`config.mk`:
```
export PLATFORM = sky130hd
export DESIGN_NAME = word_to_byte_fifo
export DESIGN_NICKNAME = d
export VERILOG_FILES = /design/src/verilog/byte_fifo_pkg.sv /design/src/verilog/ram_2p.sv /design/src/verilog/ram_2p_asym.sv /design/src/verilog/fifo_wr_stage.sv /design/src/verilog/fifo_rd_stage.sv /design/src/verilog/word_to_byte_fifo.sv
export VERILOG_INCLUDE_DIRS = /design/src /design/src/verilog
export SDC_FILE = /design/constraint.sdc
export NUM_CORES = 1
export LEC_CHECK = 0
export BUFFER_PORTS_ARGS = -buffer_cell sky130_fd_sc_hd__buf_2
export CELL_PAD_IN_SITES_DETAIL_PLACEMENT = 0
export CELL_PAD_IN_SITES_GLOBAL_PLACEMENT = 1
export CORE_MARGIN = 3
export CORE_UTILIZATION = 56
export CTS_BUF_LIST = sky130_fd_sc_hd__clkbuf_8
export CTS_CLUSTER_SIZE = 28
export DETAILED_ROUTE_END_ITERATION = 8
export GPL_ROUTABILITY_DRIVEN = 1
export PLACE_DENSITY_LB_ADDON = 0.1
export SLEW_MARGIN = 20
export SYNTH_ARGS = -nofsm -noshare
export SYNTH_HDL_FRONTEND = slang
export SYNTH_SLANG_ARGS = --single-unit
export TNS_END_PERCENT = 100
```
`constraint.sdc`:
```
create_clock -name clk_i -period 11.2 [get_ports clk_i]
set_input_delay 0.56 -clock clk_i [delete_from_list [all_inputs] [get_ports clk_i]]
set_output_delay 0.56 -clock clk_i [all_outputs]
set_load 0.02 [all_outputs]
```
`src/verilog/byte_fifo_settings.svh`:
```
`ifndef BYTE_FIFO_SETTINGS_SVH
`define BYTE_FIFO_SETTINGS_SVH

// width of a word on the write side
`define FIFO_WORD_W 32

// width of a byte on the read side
`define FIFO_BYTE_W 8

// capacity in words, as log2
// 4 gives 16 words and 64 bytes
`define FIFO_DEPTH_LOG2 4

`endif

```
`src/verilog/byte_fifo_pkg.sv`:
```
package byte_fifo_pkg;

`include "byte_fifo_settings.svh"

   // bytes held by one word
   localparam int LANES = `FIFO_WORD_W / `FIFO_BYTE_W;

   // byte address into the whole storage
   localparam int BADDR_W = `FIFO_DEPTH_LOG2 + $clog2(LANES);

   // pointers carry one extra wrap bit
   localparam int WPTR_W = `FIFO_DEPTH_LOG2 + 1;
   localparam int BPTR_W = BADDR_W + 1;

   // wide write into the RAM
   // addr is in byte space with the lane bits at zero
   typedef struct packed {
      logic                    en;
      logic [BADDR_W-1:0]      addr;
      logic [`FIFO_WORD_W-1:0] data;
   } ram_wr_t;

   // narrow read request, one byte
   typedef struct packed {
      logic               en;
      logic [BADDR_W-1:0] addr;
   } ram_rd_t;

endpackage

```
`src/verilog/ram_2p.sv`:
```
`timescale 1ns/10ps

module ram_2p #(
   parameter int DATA_W = 8,
   parameter int ADDR_W = 4
) (
   input  logic              clk_i,
   // write port
   input  logic              w_en_i,
   input  logic [ADDR_W-1:0] w_addr_i,
   input  logic [DATA_W-1:0] w_data_i,
   // read port
   input  logic              r_en_i,
   input  logic [ADDR_W-1:0] r_addr_i,
   output logic [DATA_W-1:0] r_data_o
);

   logic [DATA_W-1:0] mem [2**ADDR_W];

   always_ff @(posedge clk_i) begin
      if (w_en_i) begin
         mem[w_addr_i] <= w_data_i;
      end
   end

   // registered read, output holds while r_en_i is low
   always_ff @(posedge clk_i) begin
      if (r_en_i) begin
         r_data_o <= mem[r_addr_i];
      end
   end

endmodule

```
`src/verilog/ram_2p_asym.sv`:
```
`timescale 1ns/10ps

`include "byte_fifo_settings.svh"

module ram_2p_asym #(
   parameter int W_DATA_W = `FIFO_WORD_W,
   parameter int R_DATA_W = `FIFO_BYTE_W,
   parameter int ADDR_W   = byte_fifo_pkg::BADDR_W
) (
   input  logic                    clk_i,
   input  byte_fifo_pkg::ram_wr_t  wr_i,
   input  byte_fifo_pkg::ram_rd_t  rd_i,
   output logic [R_DATA_W-1:0]     r_data_o
);

   // number of narrow blocks and lane select width
   localparam int N = W_DATA_W / R_DATA_W;
   localparam int N_W = $clog2(N);

   // each block holds one lane of every word
   localparam int BLK_ADDR_W = ADDR_W - N_W;

   logic [BLK_ADDR_W-1:0] blk_w_addr;
   logic [BLK_ADDR_W-1:0] blk_r_addr;
   logic [N_W-1:0]        r_lane;
   logic [N_W-1:0]        r_lane_q;
   logic [R_DATA_W-1:0]   blk_rd [N];

   // word address is the byte address without the lane bits
   assign blk_w_addr = wr_i.addr[ADDR_W-1:N_W];
   assign blk_r_addr = rd_i.addr[ADDR_W-1:N_W];
   assign r_lane     = rd_i.addr[N_W-1:0];

   for (genvar i = 0; i < N; i++) begin : g_blk
      // all blocks written in parallel with lane i from slice i
      ram_2p #(
         .DATA_W (R_DATA_W),
         .ADDR_W (BLK_ADDR_W)
      ) u_blk (
         .clk_i    (clk_i),
         .w_en_i   (wr_i.en),
         .w_addr_i (blk_w_addr),
         .w_data_i (wr_i.data[i*R_DATA_W +: R_DATA_W]),
         .r_en_i   (rd_i.en),
         .r_addr_i (blk_r_addr),
         .r_data_o (blk_rd[i])
      );
   end

   // lane select follows the block read register by one cycle
   always_ff @(posedge clk_i) begin
      if (rd_i.en) begin
         r_lane_q <= r_lane;
      end
   end

   // read mux stays stable while no read is issued
   assign r_data_o = blk_rd[r_lane_q];

endmodule

```
`src/verilog/fifo_wr_stage.sv`:
```
`timescale 1ns/10ps

`include "byte_fifo_settings.svh"

module fifo_wr_stage (
   input  logic                                clk_i,
   input  logic                                rst_n_i,
   input  logic                                word_valid_i,
   input  logic [`FIFO_WORD_W-1:0]             word_i,
   input  logic                                full_i,
   output byte_fifo_pkg::ram_wr_t              wr_o,
   output logic [byte_fifo_pkg::WPTR_W-1:0]    wr_ptr_o,
   output logic                                overflow_o
);

   localparam int LANE_W = $clog2(byte_fifo_pkg::LANES);
   localparam int WPTR_W = byte_fifo_pkg::WPTR_W;

   logic [WPTR_W-1:0] wr_ptr_q;
   logic              wr_acc;
   logic              overflow_q;

   // writes while full are dropped
   assign wr_acc = word_valid_i & ~full_i;

   // byte address of the word, wrap bit dropped
   assign wr_o.en   = wr_acc;
   assign wr_o.addr = {wr_ptr_q[WPTR_W-2:0], {LANE_W{1'b0}}};
   assign wr_o.data = word_i;

   always_ff @(posedge clk_i) begin
      if (!rst_n_i) begin
         wr_ptr_q <= '0;
      end else if (wr_acc) begin
         wr_ptr_q <= wr_ptr_q + 1'b1;
      end
   end

   // sticky until reset
   always_ff @(posedge clk_i) begin
      if (!rst_n_i) begin
         overflow_q <= 1'b0;
      end else if (word_valid_i && full_i) begin
         overflow_q <= 1'b1;
      end
   end

   assign wr_ptr_o   = wr_ptr_q;
   assign overflow_o = overflow_q;

endmodule

```
`src/verilog/fifo_rd_stage.sv`:
```
`timescale 1ns/10ps

`include "byte_fifo_settings.svh"

module fifo_rd_stage (
   input  logic                                clk_i,
   input  logic                                rst_n_i,
   input  logic                                byte_rd_i,
   input  logic [byte_fifo_pkg::WPTR_W-1:0]    wr_ptr_i,
   input  logic [`FIFO_BYTE_W-1:0]             rd_data_i,
   output byte_fifo_pkg::ram_rd_t              rd_o,
   output logic                                empty_o,
   output logic                                full_o,
   output logic [`FIFO_BYTE_W-1:0]             byte_o,
   output logic                                byte_valid_o
);

   localparam int BPTR_W  = byte_fifo_pkg::BPTR_W;
   localparam int BADDR_W = byte_fifo_pkg::BADDR_W;
   localparam int LANES   = byte_fifo_pkg::LANES;
   localparam int LANE_W  = BPTR_W - byte_fifo_pkg::WPTR_W;

   // full once fewer than one word of space is left
   localparam int FULL_AT = (2**BADDR_W) - LANES;

   logic [BPTR_W-1:0] rd_ptr_q;
   logic [BPTR_W-1:0] wr_bptr;
   logic [BPTR_W-1:0] fill;
   logic              empty;
   logic              rd_acc;
   logic              valid_q;

   // write pointer scaled into byte space
   assign wr_bptr = {wr_ptr_i, {LANE_W{1'b0}}};

   // wraps modulo 2**BPTR_W, the extra bit keeps full apart from empty
   assign fill = wr_bptr - rd_ptr_q;

   assign empty   = (fill == '0);
   assign empty_o = empty;
   assign full_o  = (fill > BPTR_W'(FULL_AT));

   // reads while empty are ignored
   assign rd_acc = byte_rd_i & ~empty;

   assign rd_o.en   = rd_acc;
   assign rd_o.addr = rd_ptr_q[BADDR_W-1:0];

   always_ff @(posedge clk_i) begin
      if (!rst_n_i) begin
         rd_ptr_q <= '0;
      end else if (rd_acc) begin
         rd_ptr_q <= rd_ptr_q + 1'b1;
      end
   end

   // valid tracks the RAM read register, one cycle behind rd_acc
   always_ff @(posedge clk_i) begin
      if (!rst_n_i) begin
         valid_q <= 1'b0;
      end else begin
         valid_q <= rd_acc;
      end
   end

   assign byte_valid_o = valid_q;

   // the RAM read register acts as the byte output register.
   // it only loads on an accepted read, so byte_o holds in between
   assign byte_o = rd_data_i;

endmodule

```
`src/verilog/word_to_byte_fifo.sv`:
```
`timescale 1ns/10ps

`include "byte_fifo_settings.svh"

module word_to_byte_fifo (
   input  logic                    clk_i,
   input  logic                    rst_n_i,
   // word side
   input  logic                    word_valid_i,
   input  logic [`FIFO_WORD_W-1:0] word_i,
   // byte side
   input  logic                    byte_rd_i,
   output logic [`FIFO_BYTE_W-1:0] byte_o,
   output logic                    byte_valid_o,
   // levels
   output logic                    empty_o,
   output logic                    full_o,
   output logic                    overflow_o
);

   byte_fifo_pkg::ram_wr_t              wr_port;
   byte_fifo_pkg::ram_rd_t              rd_port;
   logic [byte_fifo_pkg::WPTR_W-1:0]    wr_ptr;
   logic [`FIFO_BYTE_W-1:0]             rd_data;
   logic                                full;

   // word pointer and overflow
   fifo_wr_stage u_wr_stage (
      .clk_i        (clk_i),
      .rst_n_i      (rst_n_i),
      .word_valid_i (word_valid_i),
      .word_i       (word_i),
      .full_i       (full),
      .wr_o         (wr_port),
      .wr_ptr_o     (wr_ptr),
      .overflow_o   (overflow_o)
   );

   // storage, wide in and narrow out
   ram_2p_asym #(
      .W_DATA_W (`FIFO_WORD_W),
      .R_DATA_W (`FIFO_BYTE_W),
      .ADDR_W   (byte_fifo_pkg::BADDR_W)
   ) u_ram (
      .clk_i    (clk_i),
      .wr_i     (wr_port),
      .rd_i     (rd_port),
      .r_data_o (rd_data)
   );

   // byte pointer, levels and output
   fifo_rd_stage u_rd_stage (
      .clk_i        (clk_i),
      .rst_n_i      (rst_n_i),
      .byte_rd_i    (byte_rd_i),
      .wr_ptr_i     (wr_ptr),
      .rd_data_i    (rd_data),
      .rd_o         (rd_port),
      .empty_o      (empty_o),
      .full_o       (full),
      .byte_o       (byte_o),
      .byte_valid_o (byte_valid_o)
   );

   assign full_o = full;

endmodule

```
Word-level counts from Yosys, hierarchy flattened
Memories as Yosys holds them, arrays and structs flattened. A register that Yosys moved wholly into a read port is not among the register bits.
Index checks and enable logic that the tools add are counted.
Storage, ports and cells
  bits in registers: 16
  bits in writable memories: 512
  input bits: 36
  output and inout bits: 12
  word-level logic and storage cells: 26
  memories: 4
Memories
  u_ram.g_blk[0].u_blk.mem: words 16, bits a word 8, read ports 1, clocked after memory_dff 1, write ports 1, RTL line ram_2p.sv:18  | logic [DATA_W-1:0] mem [2**ADDR_W];
  u_ram.g_blk[1].u_blk.mem: words 16, bits a word 8, read ports 1, clocked after memory_dff 1, write ports 1, RTL line ram_2p.sv:18
  u_ram.g_blk[2].u_blk.mem: words 16, bits a word 8, read ports 1, clocked after memory_dff 1, write ports 1, RTL line ram_2p.sv:18
  u_ram.g_blk[3].u_blk.mem: words 16, bits a word 8, read ports 1, clocked after memory_dff 1, write ports 1, RTL line ram_2p.sv:18
Cells by class
  add/sub/neg operators: 3
  $lt $le $gt $ge: 2
  multiplexer cells: 5
  bitwise operators: 5
  reductions and logical operators: 2
Operators by type and width (number)
  binary-select mux 8 bit (select 2 bit): 1
  two-way mux 8 bit: 2
  adder 7 x 1 -> 7 bit, second input constant: 1
  greater-than comparator 7 x 6 -> 1 bit, second input constant: 1
  zero test 7 bit: 1
  subtractor 7 bit: 1
  adder 5 x 1 -> 5 bit, second input constant: 1
  >= comparator 3 bit, second input constant: 1
  inverter 2 -> 3 bit: 1
  bitwise AND 1 bit: 2
  two-way mux 1 bit: 2
  inverter 1 bit: 2
  logical AND 1 bit: 1

Logic depth before layout (Yosys ltp)
  depth after elaboration: 6
  depth in mapped cells: 13

Modules after synthesis
A second synthesis with hierarchy kept.
Second synthesis, totals
  cell total of the unflattened synthesis: 1082
  area, all modules: 22474.1 um2
Modules (own cells, without submodules)
  ram_2p: times used 4, cells an instance 229, area an instance 5227.5 um2, sequential area each 4083.9 um2
  fifo_rd_stage: times used 1, cells an instance 88, area an instance 735.7 um2, sequential area each 160.2 um2
  fifo_wr_stage: times used 1, cells an instance 66, area an instance 571.8 um2, sequential area each 120.1 um2
  ram_2p_asym: times used 1, cells an instance 12, area an instance 256.5 um2, sequential area each 60.1 um2

Worst setup path after synthesis
No wires, ideal clock.
  kind: register -> register
  from: register u_rd_stage.rd_ptr_q[3]
  to: memory u_ram.g_blk[0].u_blk.mem[0][0], enable pin
  setup time: 0.461 ns
  arrival time: 4.925 ns
  slack: 5.814 ns
  stages on the path, launching flop included: 13
  path buffers: 3
  period minus slack after synthesis: 5.386 ns
  path through: dfxtp_1 clkbuf_1 clkbuf_1 clkbuf_1 inv_1 ha_1 or3_1 o2bb2ai_1 xnor2_1 and4_2 nor3b_2 nand2_1 nor3_1
Between the ends
  longest elaborated chain between the ends: 6
RTL lines
  from (decl): RTL line fifo_rd_stage.sv:26  | logic [BPTR_W-1:0] rd_ptr_q;
  from (signal assigned): RTL line fifo_rd_stage.sv:53  | rd_ptr_q <= rd_ptr_q + 1'b1;
  subtractor 7 bit: RTL line fifo_rd_stage.sv:37  | assign fill = wr_bptr - rd_ptr_q;
  greater-than comparator 7 x 6 -> 1 bit: RTL line fifo_rd_stage.sv:41  | assign full_o = (fill > BPTR_W'(FULL_AT));
  inverter 1 bit: RTL line fifo_wr_stage.sv:24  | assign wr_acc = word_valid_i & ~full_i;
  bitwise AND 1 bit: RTL line fifo_wr_stage.sv:24
  two-way mux 1 bit: RTL line ram_2p.sv:21  | if (w_en_i) begin
  two-way mux 1 bit (not written as such): RTL line ram_2p.sv:22  | mem[w_addr_i] <= w_data_i;
  to (decl): RTL line ram_2p.sv:18
Every way passes these cells.

Worst setup path in the final report
  from: register u_rd_stage.rd_ptr_q[3]
  to: memory u_ram.g_blk[0].u_blk.mem[13][1], enable pin
The elaborated chain is that of the path after synthesis.

==> implementation parameters <==
Parameter                              Value

Outcome
  Run status    complete, no violations

Clock tree
  TritonCTS Buffers    87
  Total number of H-tree levels    3
  Maximum clock insertion buffer count    3
  Root Driver    sky130_fd_sc_hd__clkbuf_8
  CTS clk-pin slew, worst paths    0.05 ns
  Clock tree from TritonCTS    yes
  CTS-repair resized insts    0
  Later-pin clock latency in the skew report    between 0.6 and 0.7 ns
  Number of clock sinks seen by CTS    560
  Hold-fix buffers at CTS    0
  Count of buffers added by post-CTS timing repair for setup    0

STA
  Achievable Freq    between 200 and 250 MHz
  Number of pins exceeding their max-slew limit in the final report    0
  Share of the cycle needed by the critical path after routing    approximately two fifths
  Number of failing setup endpoints in the final timing report    0
  Time the final worst path needs with I/O delays and setup    between 4 and 5 ns
  Worst-case headroom to the max-slew limit    about 36%
  RSZ-0062 raised after global routing    false
  Number of hold violations in the final report    0
  Clock Skews    roughly 0.021 ns
  Final TNS setup    0 ns
  Slew at the pin closest to its max-slew limit    around 0.96 ns

Routing
  Wire length reported by the detailed router    42.05 mm
  DRT iter0 DRCs    709
  Average wire length per cell after detail routing    about 27 um
  Number of vias after detailed routing    between 9,000 and 10,000
  Number of vias per cell    about 6.0
  Number of nets with antenna violations after routing    0
  Residual DRC    0
  Number of optimization iterations in the first detailed-route pass    5

Synthesis
  Gate count of the mapped netlist    between 800 and 900
  Distinct cell type count of the synthesized netlist    43
  Mean area per synthesized cell    between 20 and 25 um^2
  Sequential share of the synthesized area    77.96%
  Flip-flop and latch count after synthesis    560
  Summed instance area of the synthesized netlist    0.02139 mm^2
  Synth area leaders    sky130_fd_sc_hd__edfxtp_1, sky130_fd_sc_hd__mux4_2, sky130_fd_sc_hd__dfxtp_1
  Synth warn    0
  Fraction of post-synthesis cell area in the top cell type by area    approximately 77%
  Post-synth top area cell    sky130_fd_sc_hd__edfxtp_1
  Post-Syn Nets    approximately 940

Placement
  Weighted congestion reported at the end of routability-driven placement    0.7718
  Quantity of I/O buffers inserted on ports    47
  Number of cells after detailed placement    roughly 1,400
  Final HPWL from detailed placement    roughly 25 mm

Worst setup path
  Required time of the critical path    11.52 ns
  Critical-path cell list    buf_6 -> inv_1 -> ha_1 -> o21ai_0 -> o21ai_0 -> a21oi_1 -> xnor2_2 -> nor3b_2 -> nand2_1 -> nor2_4 -> buf_16
  Top cell by count, worst path    sky130_fd_sc_hd__o21ai_0
  R2r endpoint    u_ram.g_blk[0].u_blk.mem[13][1]
  Type of element capturing the critical path    flop
  Path type of the worst setup path    reg -> reg
  Reg2reg start    u_rd_stage.rd_ptr_q[3]
  R2R depth    11
  Category of the worst setup path launch point    flop
  Largest driver fanout on the critical path    80
  Worst stage delay on the critical path    approximately 0.67 ns
  CP arrival    between 4 and 5 ns
  Standard cell with the maximum stage delay on the critical path    sky130_fd_sc_hd__nor2_4
  Worst R2R Setup Slack    slightly below 7 ns

Cells and area
  Fraction of final layout cells with drive strength greater than 1    36.43%
  Filler cells    approximately 2,400
  Layout area overhead    14.55%
  Commonest cells after routing, fill and taps aside    sky130_fd_sc_hd__edfxtp_1, sky130_fd_sc_hd__mux4_2, sky130_fd_sc_hd__clkbuf_8, sky130_fd_sc_hd__buf_2, sky130_fd_sc_hd__inv_1
  Leading cell type in the layout, fill and taps excluded    sky130_fd_sc_hd__edfxtp_1
  Number of standard cells in the final layout excluding fillers    about 1,600
  Final #Nets    ~1,100

Global routing
  Via count of the first global-routing pass    around 10,000
  Antenna violations before repair    0
  Total global routing track utilization    between 20% and 30%
  GRT overflow    0
  Pin count of the biggest net entering global routing    81
  Wire length of the first global-routing pass    between 60 and 70 mm

Worst hold path
  Type of the most critical hold path    in -> reg
  Worst min-delay path endpoint    u_wr_stage.overflow_o
  Hold Path Origin    word_valid_i
  Hold path depth    3

Floorplan
  Initial core utilization    roughly 58%
  Die height    201.4 um
  Floorplan die area    0.04058 mm^2
  Cell row count    70
  Chip Width    between 200 and 250 um
  Core region area    0.03714 mm^2
  I/O pin cnt    48

Pwr
  P_leak    around 7.7 nW
  Peak supply drop    about 0.000096 V
  Cell Pwr Density    between 200 and 250 mW/mm^2

Job
  Number of max-cap violations    0
## how the worst max path moves through the flow
stage	slack (ns)	startpoint	to	cells past startpoint
2_1_floorplan	5.81	u_rd_stage.rd_ptr_q[3]	u_ram.g_blk[0].u_blk.mem[0][0]	12
3_3_place_gp	6.39	u_rd_stage.rd_ptr_q[3]	u_ram.g_blk[1].u_blk.mem[13][6]	10
3_5_place_dp	6.65	u_rd_stage.rd_ptr_q[3]	u_ram.g_blk[1].u_blk.mem[4][6]	10
4_1_cts	6.65	u_rd_stage.rd_ptr_q[3]	u_ram.g_blk[3].u_blk.mem[10][4]	10
5_1_grt	6.47	u_rd_stage.rd_ptr_q[3]	u_ram.g_blk[1].u_blk.mem[13][5]	11
6_report	6.85	u_rd_stage.rd_ptr_q[3]	u_ram.g_blk[0].u_blk.mem[13][1]	11
## critical path: cells and delay by family, from the launching register on
kind,cells,cell delay (ns)
AO/OA/AOI/OAI,3,0.62
XOR/XNOR,1,0.15
AND/OR/NAND/NOR,3,1.50
buffers and inverters,3,1.02
flip-flops,1,0.33
adder cells (fa/ha/maj),1,0.38
## cells by family (layout without fill, tap and decap cells)
| family | after synthesis | count (layout) | synth area share [%] |
|---|---|---|---|
| AO/OA/AOI/OAI | 22 | 22 | 0.7078 |
| XOR/XNOR | 8 | 8 | 0.3627 |
| adder cells (fa/ha/maj) | 11 | 11 | 0.6434 |
| buffers and inverters | 55 | 242 | 1.053 |
| flip-flops | 560 | 560 | 77.96 |
| multiplexers | 171 | 171 | 17.83 |
| other | 0 | 1 | 0 |
| AND/OR/NAND/NOR | 62 | 62 | 1.445 |
## registers in the layout (all words and copies together), names as in the netlist
signal	cells
u_ram.g_blk.u_blk.mem	512
u_wr_stage.wr_ptr_o	5
u_ram.r_lane_q	2
u_rd_stage.rd_ptr_q	7
u_rd_stage.byte_valid_o	1
u_wr_stage.overflow_o	1
u_ram.g_blk.u_blk.r_data_o	32
## synth_stat cells, drive strengths merged
| cell | number |
|---|---|
| o311ai | 1 |
| and2 | 4 |
| o211ai | 1 |
| mux2i | 3 |
| nor3 | 4 |
| ha | 11 |
| nor2 | 16 |
| a21oi | 3 |
| a31o | 1 |
| buf | 17 |
| dfxtp | 14 |
| edfxtp | 546 |
| and4 | 1 |
| clkbuf | 27 |
| a21boi | 2 |
| nand3 | 5 |
| or4 | 2 |
| or3 | 2 |
| a41o | 1 |
| inv | 11 |
| and3 | 1 |
| o41ai | 1 |
| nor2b | 1 |
| mux4 | 168 |
| nor4 | 1 |
| o21ai | 7 |
| o31ai | 2 |
| a21o | 1 |
| o2bb2ai | 1 |
| nor3b | 2 |
| xnor2 | 8 |
| a211oi | 1 |
| nand2b | 4 |
| nand2 | 19 |
## stage by stage
| step | hold WS (ns) | worst slack (ns) | total power, mW | util (%) | area (um^2) |
|---|---|---|---|---|---|
| after floorplan | 0.4728 | 5.814 | 2.926 | - | 21390 |
| after global placement | 0.4728 | 6.387 | 3.139 | 60.08 | 22310 |
| after detailed placement | 0.4703 | 6.649 | 3.156 | 60.44 | 22450 |
| after CTS | 0.1902 | 6.647 | 4.978 | 65.50 | 24320 |
| after global routing | 0.2206 | 6.469 | 5.127 | 65.97 | 24500 |
| final | 0.2449 | 6.855 | 4.926 | 65.98 | 24500 |
## layout make-up
cell class	count	area, um^2	area share, %
tap	504	630.6	2.574
timing repair buffer	75	666.9	2.722
clock buffer	92	1266	5.168
clock inverter	64	610.6	2.492
antenna	1	2.502	0.01021
multi-input combinational	274	4599	18.77
sequential	560	16680	68.10
inverter	11	41.29	0.1685
## power by group
part           internal (mW)  switching [mW]
Sequential              2.47          0.0626
Combinational          0.237           0.339
Clock                   1.06           0.756
Total                   3.77            1.16
## routing by layer
layer,global-route usage [%],part of all wire (%),wire (um)
met5,0,0,0
met4,6.080,2.3,952
met3,4.109,5.8,2441
met2,34.67,50,21090
met1,30.74,42,17570
Power figures use the tool's default switching activity.
